==> src/icache_req_pkg.sv <==
/*
 * Shared widths, address split constants and channel number
 * Start-up and settle counts, request id and burst type definitions
 */
`default_nettype none

package icache_req_pkg;

	// ========================================================================
	// Address and id widths
	// ========================================================================

	localparam int ADDR_W = 32;
	localparam int ASID_W = 8;

	// Snoop source channel field width
	localparam int CID_W = 3;

	// Width of the start-up and settle down-counter
	localparam int TIMER_W = 4;

	typedef logic [ADDR_W-1:0] addr_t;
	typedef logic [ASID_W-1:0] asid_t;

	// ========================================================================
	// Line geometry
	// ========================================================================

	// A line is 64 bytes, fetched as four 16-byte beats
	localparam int LINE_LO_BIT = 6;
	localparam int BEAT_BYTES = 16;
	localparam int BEATS = 4;

	// Cache index bits compared against a snoop address
	localparam int SNOOP_HI_BIT = 13;

	// Beat virtual addresses kept for the fetch stage, one per line tag and beat
	localparam int VTAG_ENTRIES = 16;

	// ========================================================================
	// Channel and timing constants
	// ========================================================================

	localparam logic [CID_W-1:0] CHANNEL_ID = 3'd2;

	// Each channel waits a different number of cycles after reset
	localparam logic [TIMER_W-1:0] STARTUP_CYCLES = TIMER_W'(CHANNEL_ID * 4 + 1);

	// Cycles the cache needs after ack before the next miss
	localparam logic [TIMER_W-1:0] SETTLE_CYCLES = 4'd2;

	// Transaction id, upper half is the line tag and lower half the beat
	typedef struct packed {
		logic [1:0] tag;
		logic [1:0] beat;
	} tranid_t;

	// Burst type seen on the fetch bus
	typedef enum logic [1:0] {
		CLASSIC = 2'd0,
		FIXED = 2'd1,
		EOB = 2'd2
	} cti_t;

	// Clears the byte offset within the line
	function automatic addr_t line_align(addr_t adr);
		return {adr[ADDR_W-1:LINE_LO_BIT], {LINE_LO_BIT{1'b0}}};
	endfunction

endpackage

`default_nettype wire

==> src/icache_req_timer.sv <==
/*
 * Down-counter for the start-up stagger and the post-ack settle delay
 */
`timescale 1ns/100ps
`default_nettype none

module icache_req_timer
(
	input wire logic clk,
	input wire logic rst,
	input wire logic start,
	input wire logic [icache_req_pkg::TIMER_W-1:0] count,
	output logic done
);

	logic [icache_req_pkg::TIMER_W-1:0] cnt;

	// Reset loads the start-up stagger directly
	// The state machine only starts the counter for the settle delay
	always_ff @(posedge clk)
	begin
		if (rst)
		begin
			cnt <= icache_req_pkg::STARTUP_CYCLES;
		end
		else if (start)
		begin
			cnt <= count;
		end
		else if (cnt != '0)
		begin
			cnt <= cnt - 1'b1;
		end
	end

	// A load in the current cycle hides a zero count
	// So done rises exactly count cycles after the start edge
	assign done = (cnt == '0) && !start;

	// The state machine may only restart an expired count
	// A restart while counting would cut the start-up or settle short
	a_start_when_idle : assert property (
		@(posedge clk) disable iff (rst)
		start |-> (cnt == '0)
	);

endmodule

`default_nettype wire

==> src/icache_line_addr.sv <==
/*
 * Line address holder for the miss being fetched
 * Captures line-aligned addresses, steps one beat at a time, compares snoops
 */
`timescale 1ns/100ps
`default_nettype none

module icache_line_addr
(
	input wire logic clk,
	input wire logic rst,
	input wire logic capture,
	input wire logic step,
	input wire icache_req_pkg::addr_t miss_vadr,
	input wire icache_req_pkg::addr_t miss_padr,
	input wire icache_req_pkg::asid_t miss_asid,
	input wire logic snoop_v,
	input wire icache_req_pkg::addr_t snoop_adr,
	input wire logic [icache_req_pkg::CID_W-1:0] snoop_cid,
	output icache_req_pkg::addr_t line_vadr,
	output icache_req_pkg::addr_t line_padr,
	output icache_req_pkg::asid_t line_asid,
	output logic snoop_hit
);

	// ========================================================================
	// Address registers
	// ========================================================================

	// These registers drive the request address lines directly
	always_ff @(posedge clk)
	begin
		if (rst)
		begin
			line_vadr <= '0;
			line_padr <= '0;
			line_asid <= '0;
		end
		else if (capture)
		begin
			// Every fill starts at the first byte of the line
			line_vadr <= icache_req_pkg::line_align(miss_vadr);
			line_padr <= icache_req_pkg::line_align(miss_padr);
			line_asid <= miss_asid;
		end
		else if (step)
		begin
			// Advance both addresses to the next beat of the same line
			line_vadr <= line_vadr + icache_req_pkg::ADDR_W'(icache_req_pkg::BEAT_BYTES);
			line_padr <= line_padr + icache_req_pkg::ADDR_W'(icache_req_pkg::BEAT_BYTES);
		end
	end

	// ========================================================================
	// Snoop compare
	// ========================================================================

	// Only the cache index is compared since a hit there may alias the line in flight
	// A snoop raised by this channel itself never aborts its own fill
	assign snoop_hit = snoop_v
		&& (snoop_cid != icache_req_pkg::CHANNEL_ID)
		&& (snoop_adr[icache_req_pkg::SNOOP_HI_BIT:icache_req_pkg::LINE_LO_BIT]
			== line_padr[icache_req_pkg::SNOOP_HI_BIT:icache_req_pkg::LINE_LO_BIT]);

	// Beats are whole 16-byte units on the bus
	// Capture aligns and step adds a multiple of the beat size
	a_beat_aligned : assert property (
		@(posedge clk) disable iff (rst)
		(line_vadr[$clog2(icache_req_pkg::BEAT_BYTES)-1:0] == '0)
		&& (line_padr[$clog2(icache_req_pkg::BEAT_BYTES)-1:0] == '0)
	);

endmodule

`default_nettype wire

==> src/icache_vtag_table.sv <==
/*
 * Table of beat virtual addresses indexed by line tag and beat number
 * All entries are visible at once to the fetch stage
 */
`timescale 1ns/100ps
`default_nettype none

module icache_vtag_table
(
	input wire logic clk,
	input wire logic rst,
	input wire logic we,
	input wire icache_req_pkg::tranid_t widx,
	input wire icache_req_pkg::addr_t wdata,
	output icache_req_pkg::addr_t [icache_req_pkg::VTAG_ENTRIES-1:0] vtags
);

	// ========================================================================
	// Entry storage
	// ========================================================================

	// The response path matches returning data by transaction id
	// and looks up the virtual address of the beat here
	always_ff @(posedge clk)
	begin
		if (rst)
		begin
			vtags <= '0;
		end
		else if (we)
		begin
			// One entry per taken beat
			// tag selects the group of four and beat the slot in it
			vtags[{widx.tag, widx.beat}] <= wdata;
		end
	end

	// An unknown index here would smear a write across the whole table
	// The index comes from the line tag and beat counter in the state machine
	a_widx_known : assert property (
		@(posedge clk) disable iff (rst)
		we |-> !$isunknown(widx)
	);

endmodule

`default_nettype wire

==> src/icache_miss_fsm.sv <==
/*
 * Miss request state machine
 * Sequences start-up, idle, four beats with gaps, ack wait and settle
 * Keeps the line tag and beat counters and drives the fetch bus strobes
 */
`timescale 1ns/100ps
`default_nettype none

module icache_miss_fsm
(
	input wire logic clk,
	input wire logic rst,
	input wire logic hit,
	input wire logic tlb_v,
	input wire logic full,
	input wire logic ack,
	input wire logic timer_done,
	input wire logic snoop_hit,
	input wire icache_req_pkg::addr_t line_vadr,
	input wire icache_req_pkg::addr_t line_padr,
	input wire icache_req_pkg::asid_t line_asid,
	output logic timer_start,
	output logic [icache_req_pkg::TIMER_W-1:0] timer_count,
	output logic capture,
	output logic step,
	output logic tag_we,
	output icache_req_pkg::tranid_t tag_idx,
	output logic req_cyc,
	output logic req_stb,
	output icache_req_pkg::cti_t req_cti,
	output icache_req_pkg::tranid_t req_tranid,
	output icache_req_pkg::addr_t req_vadr,
	output icache_req_pkg::addr_t req_padr,
	output icache_req_pkg::asid_t req_asid
);

	typedef enum logic [2:0] {
		STARTUP,
		IDLE,
		BEAT,
		GAP,
		WAIT_ACK,
		SETTLE
	} state_t;

	state_t state;
	logic [1:0] beat;
	logic [1:0] line_tag;
	logic miss;
	logic accept;
	logic taken;
	logic last_beat;
	logic abort;

	// ========================================================================
	// Decode
	// ========================================================================

	assign miss = !hit && tlb_v;

	// The last start-up cycle already samples a miss, like idle does
	assign accept = miss
		&& ((state == IDLE) || ((state == STARTUP) && timer_done));

	// A beat leaves the bus when it is strobed and not stalled
	assign taken = (state == BEAT) && !full;
	assign last_beat = (beat == 2'(icache_req_pkg::BEATS - 1));

	// Snoops only matter while a line is being fetched or settled
	assign abort = snoop_hit && (state != STARTUP) && (state != IDLE);

	// The holder loads the aligned miss on the accepting edge
	assign capture = accept;

	// The last beat does not step, so the held line keeps its snoop index
	// until the fill is finished
	assign step = taken && !last_beat;

	// Each taken beat records its virtual address for the response path
	assign tag_we = taken;
	assign tag_idx = {line_tag, beat};

	// Settle state exit adds one cycle to the loaded count
	assign timer_start = (state == WAIT_ACK) && ack && !abort;
	assign timer_count = icache_req_pkg::SETTLE_CYCLES - 1'b1;

	// Address lines come straight from the holder registers,
	// which already hold the current beat
	assign req_vadr = line_vadr;
	assign req_padr = line_padr;
	assign req_asid = line_asid;

	// ========================================================================
	// State register and bus strobes
	// ========================================================================

	always_ff @(posedge clk)
	begin
		if (rst)
		begin
			state <= STARTUP;
			beat <= 2'd0;
			line_tag <= 2'd0;
			req_cyc <= 1'b0;
			req_stb <= 1'b0;
			req_cti <= icache_req_pkg::CLASSIC;
			req_tranid <= '0;
		end
		else if (abort)
		begin
			// Drop the bus and forget the line, the tag is reused
			state <= IDLE;
			req_cyc <= 1'b0;
			req_stb <= 1'b0;
			req_cti <= icache_req_pkg::CLASSIC;
		end
		else
		begin
			case (state)
				STARTUP, IDLE:
				begin
					if (accept)
					begin
						state <= BEAT;
						beat <= 2'd0;
						req_cyc <= 1'b1;
						req_stb <= 1'b1;
						req_cti <= icache_req_pkg::FIXED;
						req_tranid <= {line_tag, 2'd0};
					end
					else if (timer_done)
					begin
						state <= IDLE;
					end
				end
				BEAT:
				begin
					// A stall holds every request output as it is
					if (!full)
					begin
						req_cyc <= 1'b0;
						req_stb <= 1'b0;
						if (last_beat)
						begin
							state <= WAIT_ACK;
							req_cti <= icache_req_pkg::CLASSIC;
						end
						else
						begin
							state <= GAP;
							beat <= beat + 2'd1;
						end
					end
				end
				GAP:
				begin
					// One idle bus cycle, then the next beat goes out
					state <= BEAT;
					req_cyc <= 1'b1;
					req_stb <= 1'b1;
					req_tranid <= {line_tag, beat};
					if (last_beat)
						req_cti <= icache_req_pkg::EOB;
					else
						req_cti <= icache_req_pkg::FIXED;
				end
				WAIT_ACK:
				begin
					if (ack)
						state <= SETTLE;
				end
				SETTLE:
				begin
					if (timer_done)
					begin
						state <= IDLE;
						// Tag 0 is only used by the first line after reset
						if (line_tag == 2'd3)
							line_tag <= 2'd1;
						else
							line_tag <= line_tag + 2'd1;
					end
				end
				default:
				begin
					state <= IDLE;
				end
			endcase
		end
	end

	// The bus strobe must never show outside a beat, including after an abort
	a_stb_only_in_beat : assert property (
		@(posedge clk) disable iff (rst)
		req_stb |-> (state == BEAT)
	);

	// End of burst marks beat 3 and nothing else
	a_eob_on_last : assert property (
		@(posedge clk) disable iff (rst)
		req_stb |-> ((req_cti == icache_req_pkg::EOB) == (req_tranid.beat == 2'd3))
	);

endmodule

`default_nettype wire

==> src/icache_req_top.sv <==
/*
 * Instruction cache miss request generator top level
 * Connects the state machine, timer, line address holder and tag table
 */
`timescale 1ns/100ps
`default_nettype none

module icache_req_top
(
	input wire logic clk,
	input wire logic rst,
	input wire logic hit,
	input wire logic tlb_v,
	input wire icache_req_pkg::addr_t miss_vadr,
	input wire icache_req_pkg::addr_t miss_padr,
	input wire icache_req_pkg::asid_t miss_asid,
	input wire logic full,
	input wire logic ack,
	input wire logic snoop_v,
	input wire icache_req_pkg::addr_t snoop_adr,
	input wire logic [icache_req_pkg::CID_W-1:0] snoop_cid,
	output logic req_cyc,
	output logic req_stb,
	output icache_req_pkg::cti_t req_cti,
	output icache_req_pkg::tranid_t req_tranid,
	output icache_req_pkg::addr_t req_vadr,
	output icache_req_pkg::addr_t req_padr,
	output icache_req_pkg::asid_t req_asid,
	output icache_req_pkg::addr_t [icache_req_pkg::VTAG_ENTRIES-1:0] vtags
);

	logic timer_start;
	logic [icache_req_pkg::TIMER_W-1:0] timer_count;
	logic timer_done;
	logic capture;
	logic step;
	logic snoop_hit;
	logic tag_we;
	icache_req_pkg::tranid_t tag_idx;
	icache_req_pkg::addr_t line_vadr;
	icache_req_pkg::addr_t line_padr;
	icache_req_pkg::asid_t line_asid;

	icache_miss_fsm icache_miss_fsm_inst (
		.clk(clk), .rst(rst), .hit(hit), .tlb_v(tlb_v), .full(full), .ack(ack),
		.timer_done(timer_done), .snoop_hit(snoop_hit),
		.line_vadr(line_vadr), .line_padr(line_padr), .line_asid(line_asid),
		.timer_start(timer_start), .timer_count(timer_count),
		.capture(capture), .step(step), .tag_we(tag_we), .tag_idx(tag_idx),
		.req_cyc(req_cyc), .req_stb(req_stb), .req_cti(req_cti),
		.req_tranid(req_tranid), .req_vadr(req_vadr), .req_padr(req_padr),
		.req_asid(req_asid)
	);

	// Start-up stagger comes from reset, settle from the state machine
	icache_req_timer icache_req_timer_inst (
		.clk(clk), .rst(rst), .start(timer_start), .count(timer_count),
		.done(timer_done)
	);

	icache_line_addr icache_line_addr_inst (
		.clk(clk), .rst(rst), .capture(capture), .step(step),
		.miss_vadr(miss_vadr), .miss_padr(miss_padr), .miss_asid(miss_asid),
		.snoop_v(snoop_v), .snoop_adr(snoop_adr), .snoop_cid(snoop_cid),
		.line_vadr(line_vadr), .line_padr(line_padr), .line_asid(line_asid),
		.snoop_hit(snoop_hit)
	);

	// The table records the holder address of the beat being taken
	icache_vtag_table icache_vtag_table_inst (
		.clk(clk), .rst(rst), .we(tag_we), .widx(tag_idx), .wdata(line_vadr),
		.vtags(vtags)
	);

endmodule

`default_nettype wire

==> config.mk <==
export PLATFORM = sky130hd
export DESIGN_NAME = icache_req_top
export DESIGN_NICKNAME = d
export VERILOG_FILES = /design/src/icache_req_pkg.sv /design/src/icache_req_timer.sv /design/src/icache_line_addr.sv /design/src/icache_vtag_table.sv /design/src/icache_miss_fsm.sv /design/src/icache_req_top.sv
export SDC_FILE = /design/constraint.sdc
export NUM_CORES = 1
export LEC_CHECK = 0
export ABC_AREA = 1
export BUFFER_PORTS_ARGS = -buffer_cell sky130_fd_sc_hd__buf_4
export CORE_AREA = 5 5 269 271
export CTS_BUF_LIST = sky130_fd_sc_hd__clkbuf_2
export DETAILED_ROUTE_END_ITERATION = 8
export DIE_AREA = 0 0 274 276
export GPL_TIMING_DRIVEN = 0
export MAX_ROUTING_LAYER = met4
export PLACE_DENSITY = 0.56
export SLEW_MARGIN = 20
export SYNTH_ARGS = -nofsm -noshare
export SYNTH_HDL_FRONTEND = slang
export SYNTH_SLANG_ARGS = --single-unit
==> constraint.sdc <==
create_clock -name clk -period 2.52 [get_ports clk]
set_input_delay 0 -clock clk [delete_from_list [all_inputs] [get_ports clk]]
set_output_delay 0 -clock clk [all_outputs]
set_load 0.02 [all_outputs]
# After elaboration in Yosys (flattened, before gate mapping)
# Index checks and enable logic that the tools add are counted.
# totals
reg_bits	602
input_bits	114
out_inout_bits	592
wordCells	126
# classes
add_sub_neg	5
n_lt_le_gt_ge	2
n_eq_ne	17
muxes	31
n_bitwise	1
n_reduce_logical	39
# ops
op	n
512-bit bitwise mux	1
32-bit two-way mux	5
32-bit demux with 4-bit select	1
32-bit by 5-bit adder with 32-bit output, second input constant	2
2-bit two-way mux	8
3-bit two-way mux	5
3-bit case mux with 5 select lines	1
1-bit logical AND	13
4-bit two-way mux	3
3-bit by 2-bit != test with 1-bit output, second input constant	3
3-bit AND reduction	3
8-bit equality test	1
2-bit != test, second input constant	4
4-bit case mux with 2 select lines	1
2-bit nonzero test	4
2-bit OR reduction	4
3-bit by 2-bit equality test with 1-bit output, second input constant	2
3-bit equality test, second input constant	2
2-bit case mux with 3 select lines	1
3-bit nonzero test	2
1-bit logical NOT	5
4-bit by 5-bit less-than comparator with 1-bit output, second input constant	1
5-bit AND reduction	1
2-bit by 1-bit adder with 2-bit output, second input constant	2
other kinds (16)	20

# Longest topological paths before layout
# depth
ltp_word	15
mapped_depth	18

# Cells and area by module
# A second synthesis with hierarchy kept.
# unflattened
hier_cells	3786
area_unflattened_um2	25370.6
# modules_own_cells
mod	n_inst	cells_per_inst	area_per_inst_um2	seq_area_each_um2
icache_vtag_table	1	2889	19486.2	10249.8
icache_line_addr	1	668	4276.6	1281.2
icache_miss_fsm	1	191	1318.8	280.3
icache_req_timer	1	38	289.0	80.1

# Least setup slack after synthesis
# OpenSTA, ideal clock, no wires.
# synth_timing
path_kind	reg2reg
startpoint	register icache_line_addr_inst.line_padr[4]
endpoint	register icache_line_addr_inst.line_padr[26]
setup_time_ps	70
arrival_ps	1965
t_required_ps	2450
path_slack_ps	485
stages_incl_launch_ff	11
path_buffers	0
path_cell_list	dfxtp_1 ha_1 nand3_1 nor2_1 nand3_1 nor2_1 nand2_1 nor3_1 nand3_1 xor2_1 a21oi_1
# synth_between
elab_chain_cells	3
# synth_rtl
element	line	text
start, declared	icache_line_addr.sv:21	output icache_req_pkg::addr_t line_padr,
start signal, assigned	icache_line_addr.sv:43	line_padr <= icache_req_pkg::line_align(miss_padr);
start signal, assigned	icache_line_addr.sv:50	line_padr <= line_padr + icache_req_pkg::ADDR_W'(icache_req_pkg::BEAT_BYTES);
32-bit by 5-bit adder with 32-bit output	icache_line_addr.sv:50	
32-bit two-way mux	icache_line_addr.sv:46	else if (step)
32-bit two-way mux	icache_line_addr.sv:39	else if (capture)
# Every way passes these cells. The select of a mux whose other input is x is not followed.
# A chain may end at the register's enable or synchronous reset.

# Final worst setup path
# layout_timing
startpoint	register icache_line_addr_inst.line_padr[13]
endpoint	register icache_line_addr_inst.line_padr[6]
# layout_between
elab_chain_cells	12
# layout_rtl
element	line	text
8-bit equality test *	icache_line_addr.sv:63	== line_padr[icache_req_pkg::SNOOP_HI_BIT:icache_req_pkg::LINE_LO_BIT]);
1-bit logical AND *	icache_line_addr.sv:62	&& (snoop_adr[icache_req_pkg::SNOOP_HI_BIT:icache_req_pkg::LINE_LO_BIT]
1-bit logical AND * (2 in a row)	icache_miss_fsm.sv:70	assign abort = snoop_hit && (state != STARTUP) && (state != IDLE);
1-bit logical NOT *	icache_miss_fsm.sv:84	assign timer_start = (state == WAIT_ACK) && ack && !abort;
1-bit logical AND *	icache_miss_fsm.sv:84	
1-bit logical NOT *	icache_req_timer.sv:38	assign done = (cnt == '0) && !start;
1-bit logical AND *	icache_req_timer.sv:38	
1-bit logical AND *	icache_miss_fsm.sv:63	&& ((state == IDLE) || ((state == STARTUP) && timer_done));
1-bit logical OR *	icache_miss_fsm.sv:63	
1-bit logical AND *	icache_miss_fsm.sv:63	
32-bit two-way mux / 2-bit nonzero test (equally long branches)	-	
# Every way passes the cells marked *; elsewhere a longest branch is shown, timed or not.

==> flow_results.org <==
** Drt
- The first routing iteration left 1843 violations.
- Wire segments on met3 add up to 10.4 mm in the final route.
- Vias :: 22900
- The detailed router put a total of 42.4 mm of wire on met1.
- Dividing the detail-routed wire length by the instance count gives between 20 and 25 um.
- Once detail routing completed, the nets flagged for antenna violations numbered 0.
- In the routed design, unresolved DRC markers number 0.
- Topmost layer with routed signal wires :: met4
- After detailed routing, the total wire length is 106 mm.
- Detailed Routing Iterations Pass 1 :: 5
- Met2 Routed Length :: 48.4 mm
- Using the TritonRoute via totals, the vias-per-cell ratio works out to 5.02.

** GRT
- For this run the aggregate overflow at the end of global routing stands at 0.
- The first global-routing pass estimated 150 mm of wire.
- Number of global-route vias before repair :: between 20000 and 25000
- The number of antenna violations at the first check in global routing came to 6.
- Entering global routing, the biggest net connects 17 pins.
- Combined global-route utilization of all metal layers :: 0.273

** Placed design
- Port Buf Inserts :: 597
- Post-DP HPWL :: ~77 mm
- The placed instances occupy a cell area of 26100 um2.
- At the end of routability-driven placement, the weighted congestion stood at around 0.92.

** CTS
- CTS tree :: built
- Total number of clock tree sinks :: 530
- Clk Tree Root Cell :: sky130_fd_sc_hd__clkbuf_2
- The H-tree was split into 4 levels.
- Clk Latency, worst-skew pair :: ~1.3 ns
- Clock slew at reported path FFs :: around 0.10 ns
- CTS Buf Count :: 146
- Buffer depth of the longest clock path :: 3

** Timing
- Pins Over Slew Limit :: 0
- Setup violations remaining at the end of the flow were counted as 0.
- The final count of hold timing violations came to 0.
- For the pin with the worst max-slew slack, the measured transition is 1.13 ns.
- Shortest clock period the worst path allows after layout :: 2.37 ns
- Dividing the final minimum period by the clock period gives 0.941.
- Static timing analysis puts the maximum clock frequency at between 400 and 500 MHz.
- Between clock sinks in the finished design, the worst skew comes to 0.118 ns.
- Slew headroom :: 0.248
- Setup repair after global routing could not meet its margin everywhere.

** Yosys
- The cell area that synthesis handed to floorplanning was 20200 um2.
- During synthesis, Yosys emitted a total of 0 warnings.
- Ys async rst share :: 0
- Post-Synthesis Mean Instance Area :: 8.15 um2
- In the synthesized netlist, the number of instances is 2479.
- Number of distinct library cells after synthesis :: 45
- Register bit total from synthesis :: 530
- Of the post-synthesis cell area, the dominant cell type holds 0.525.
- By area the synthesized netlist is led by sky130_fd_sc_hd__dfxtp_1 52%, sky130_fd_sc_hd__a21oi_1 11%, sky130_fd_sc_hd__o21ai_0 9.8%, sky130_fd_sc_hd__nor2_1 3.3%, sky130_fd_sc_hd__nand2_1 3.2%.
- The share of the Yosys chip area taken by registers is 0.525.
- Number of enable flip-flop cells after synthesis :: 0
- Post-synthesis cell type with the largest combined area :: sky130_fd_sc_hd__dfxtp_1
- For this run, the leading register cell type out of synthesis is sky130_fd_sc_hd__dfxtp_1.

** Finish
- The filler cells instantiated in the layout total 7189.
- Measured on the finished design, the core utilization comes to 0.429.
- The net count of the finished layout is 3642.
- In the final layout, the multi-input gates occupy between 8000 and 9000 um2.
- Registers take 10600 um2.
- In the layout the commonest cells are 692 x sky130_fd_sc_hd__buf_4, 527 x sky130_fd_sc_hd__dfxtp_1, 462 x sky130_fd_sc_hd__a21oi_1.
- Most frequent standard cell in the layout excluding fill and tap cells :: sky130_fd_sc_hd__buf_4
- Share of layout cells above drive strength 1 :: 0.294
- Final non-filler cell area :: about 30000 um2
- Post-synthesis to final-layout area growth :: 47.5%

** Critical path
- Along the worst path, the maximum fanout reaches 10.
- Critical Path Sink Type :: flip-flop
- Type of element launching the critical path :: flip-flop
- Worst path arrival time :: 3.48 ns
- For the worst setup path, the data required time is 3.62 ns.
- Measured in cells, the most critical reg-to-reg path has a length of 17.
- Crit path kind :: reg -> reg

** Die
- Row generation in the floorplan step produced 97 rows.
- Ports :: 706
- The initial utilization of the core area, before any placement, comes to 0.291.
- The die is between 200 and 300 um wide.
- The floorplan step defined a core boundary enclosing around 70000 um2.
- Total Die Area :: between 70000 and 80000 um2
- The floorplan step set the die height to about 280 um.

** Power and ir drop
- Power spread over the standard cell area amounts to 556 nW/um2.
- The analysis attributes to cell leakage a power of 13.6 nW.
- The worst-case IR drop observed on VDD is roughly 360 uV.

** Run status
- Status :: completed

** Flow run
- Max-cap violation count :: 0

** Worst hold path
- Cell count of the worst hold path :: 8
- Tightest Hold Check Type :: in -> reg
path summary, 6_finish.rpt:
| kind | from | endpoint | slack [ns] |
|---|---|---|---|
| setup / recovery | icache_line_addr_inst.line_padr[13]$_SDFFE_PP0P_ | icache_line_addr_inst.line_padr[6]$_SDFFE_PP0P_ | 0.15 |
| hold / removal | snoop_adr[11] | icache_miss_fsm_inst.req_tranid[2]$_SDFFE_PP0P_ | 0.12 |
| setup reg to reg | icache_line_addr_inst.line_padr[13]$_SDFFE_PP0P_ | icache_line_addr_inst.line_padr[6]$_SDFFE_PP0P_ | 0.15 |
| hold reg to reg | icache_req_timer_inst.cnt[1]$_SDFFE_PP0N_ | icache_req_timer_inst.cnt[1]$_SDFFE_PP0N_ | 0.48 |
cell usage after synthesis (21+ instances only):
master / instances
sky130_fd_sc_hd__a21oi_1: 462
sky130_fd_sc_hd__clkinv_1: 22
sky130_fd_sc_hd__buf_2: 55
sky130_fd_sc_hd__nor2_1: 180
sky130_fd_sc_hd__nor3_1: 21
sky130_fd_sc_hd__buf_4: 78
sky130_fd_sc_hd__nand4_1: 22
sky130_fd_sc_hd__nand3_1: 108
sky130_fd_sc_hd__o21ai_0: 396
sky130_fd_sc_hd__inv_1: 96
sky130_fd_sc_hd__dfxtp_1: 530
sky130_fd_sc_hd__o21ai_1: 95
sky130_fd_sc_hd__clkbuf_1: 124
sky130_fd_sc_hd__nand2_1: 171
state kept, by name, indices dropped and copies added (netlist names):
| signal | count |
|---|---|
| icache_line_addr_inst.line_vadr | 28 |
| icache_req_timer_inst.cnt | 4 |
| icache_vtag_table_inst.vtags | 448 |
| icache_miss_fsm_inst.req_cti | 2 |
| icache_miss_fsm_inst.req_cyc | 1 |
| icache_miss_fsm_inst.state | 3 |
| icache_miss_fsm_inst.line_tag | 2 |
| icache_line_addr_inst.line_asid | 8 |
| icache_miss_fsm_inst.req_tranid | 4 |
| icache_line_addr_inst.line_padr | 28 |
| icache_miss_fsm_inst.beat | 2 |
metrics by stage:
step	total power, W	setup TNS [ns]	worst slack [ns]	hold slack, ns	std cells
after global routing	0.0173	-0.00530	-0.00409	0.0373	4563
after detailed placement	0.0102	-2.53	-0.205	0.244	4087
after CTS	0.0166	0	0.000240	0.000748	4536
after floorplan	0.00955	0	0.485	0.146	2550
after global placement	0.0102	-1.85	-0.170	0.238	4087
final	0.0166	0	0.148	0.117	4563
metal layers:
layer,GRT usage,vias to the layer above
li1,-,10500
met1,0.321,10900
met2,0.431,1209
met3,0.0883,268
met4,0.110,0
met5,-,-
report_power, final:
| group | leakage, nW | internal, W | switching [W] |
|---|---|---|---|
| sequential | 4.27 | 0.00847 | 0.0000979 |
| combinational | 8.35 | 0.000691 | 0.00108 |
| clock | 0.956 | 0.00235 | 0.00390 |
| total | 13.6 | 0.0115 | 0.00508 |
cell type report:
class / count / share of cell area
Sequential cell: 530 / 0.356
Inverter: 133 / 0.0174
Timing Repair Buffer: 819 / 0.226
Buffer: 263 / 0.0474
Multi-Input combinational cell: 1624 / 0.271
Clock inverter: 37 / 0.00722
Tap cell: 940 / 0.0394
Clock buffer: 209 / 0.0351
Antenna cell: 8 / 0.000671
logic make-up after synthesis:
family / Yosys count / synth area share
AOI/OAI and AO/OA: 986 / 0.248
and+or+nand+nor: 540 / 0.122
DFF: 530 / 0.525
buffers and inverters: 396 / 0.0919
xor gates and xnor gates: 15 / 0.00650
adders and majority gates: 11 / 0.00681
other: 1 / 0.000186
critical path, stage by stage, from the launching register on:
cell and delay [ns]:
sky130_fd_sc_hd__dfxtp_2 0.36, sky130_fd_sc_hd__buf_6 0.13, sky130_fd_sc_hd__inv_1 0.05, sky130_fd_sc_hd__nand2_2 0.07, sky130_fd_sc_hd__nand2_1 0.05, sky130_fd_sc_hd__inv_1 0.05
sky130_fd_sc_hd__nand2_1 0.06, sky130_fd_sc_hd__nor2_2 0.12, sky130_fd_sc_hd__nand3_2 0.14, sky130_fd_sc_hd__nand2_4 0.11, sky130_fd_sc_hd__nand2_4 0.07, sky130_fd_sc_hd__nand2_4 0.08
sky130_fd_sc_hd__nand3_4 0.15, sky130_fd_sc_hd__buf_8 0.23, sky130_fd_sc_hd__buf_4 0.13, sky130_fd_sc_hd__buf_4 0.17, sky130_fd_sc_hd__nand3_1 0.07, sky130_fd_sc_hd__a31oi_1 0.08
timing repair:
| item | in CTS | in global routing |
|---|---|---|
| pin swaps | 3 | 5 |
| cloned | 0 | 1 |
| hold buffers | 198 | 0 |
| hold endpoints to repair | 530 | 0 |
| setup endpoints to repair | 55 | 211 |
| resized for setup | 5 | 80 |
| buffers inserted | 5 | 18 |
Note: power is estimated with default switching activity, not from simulation.
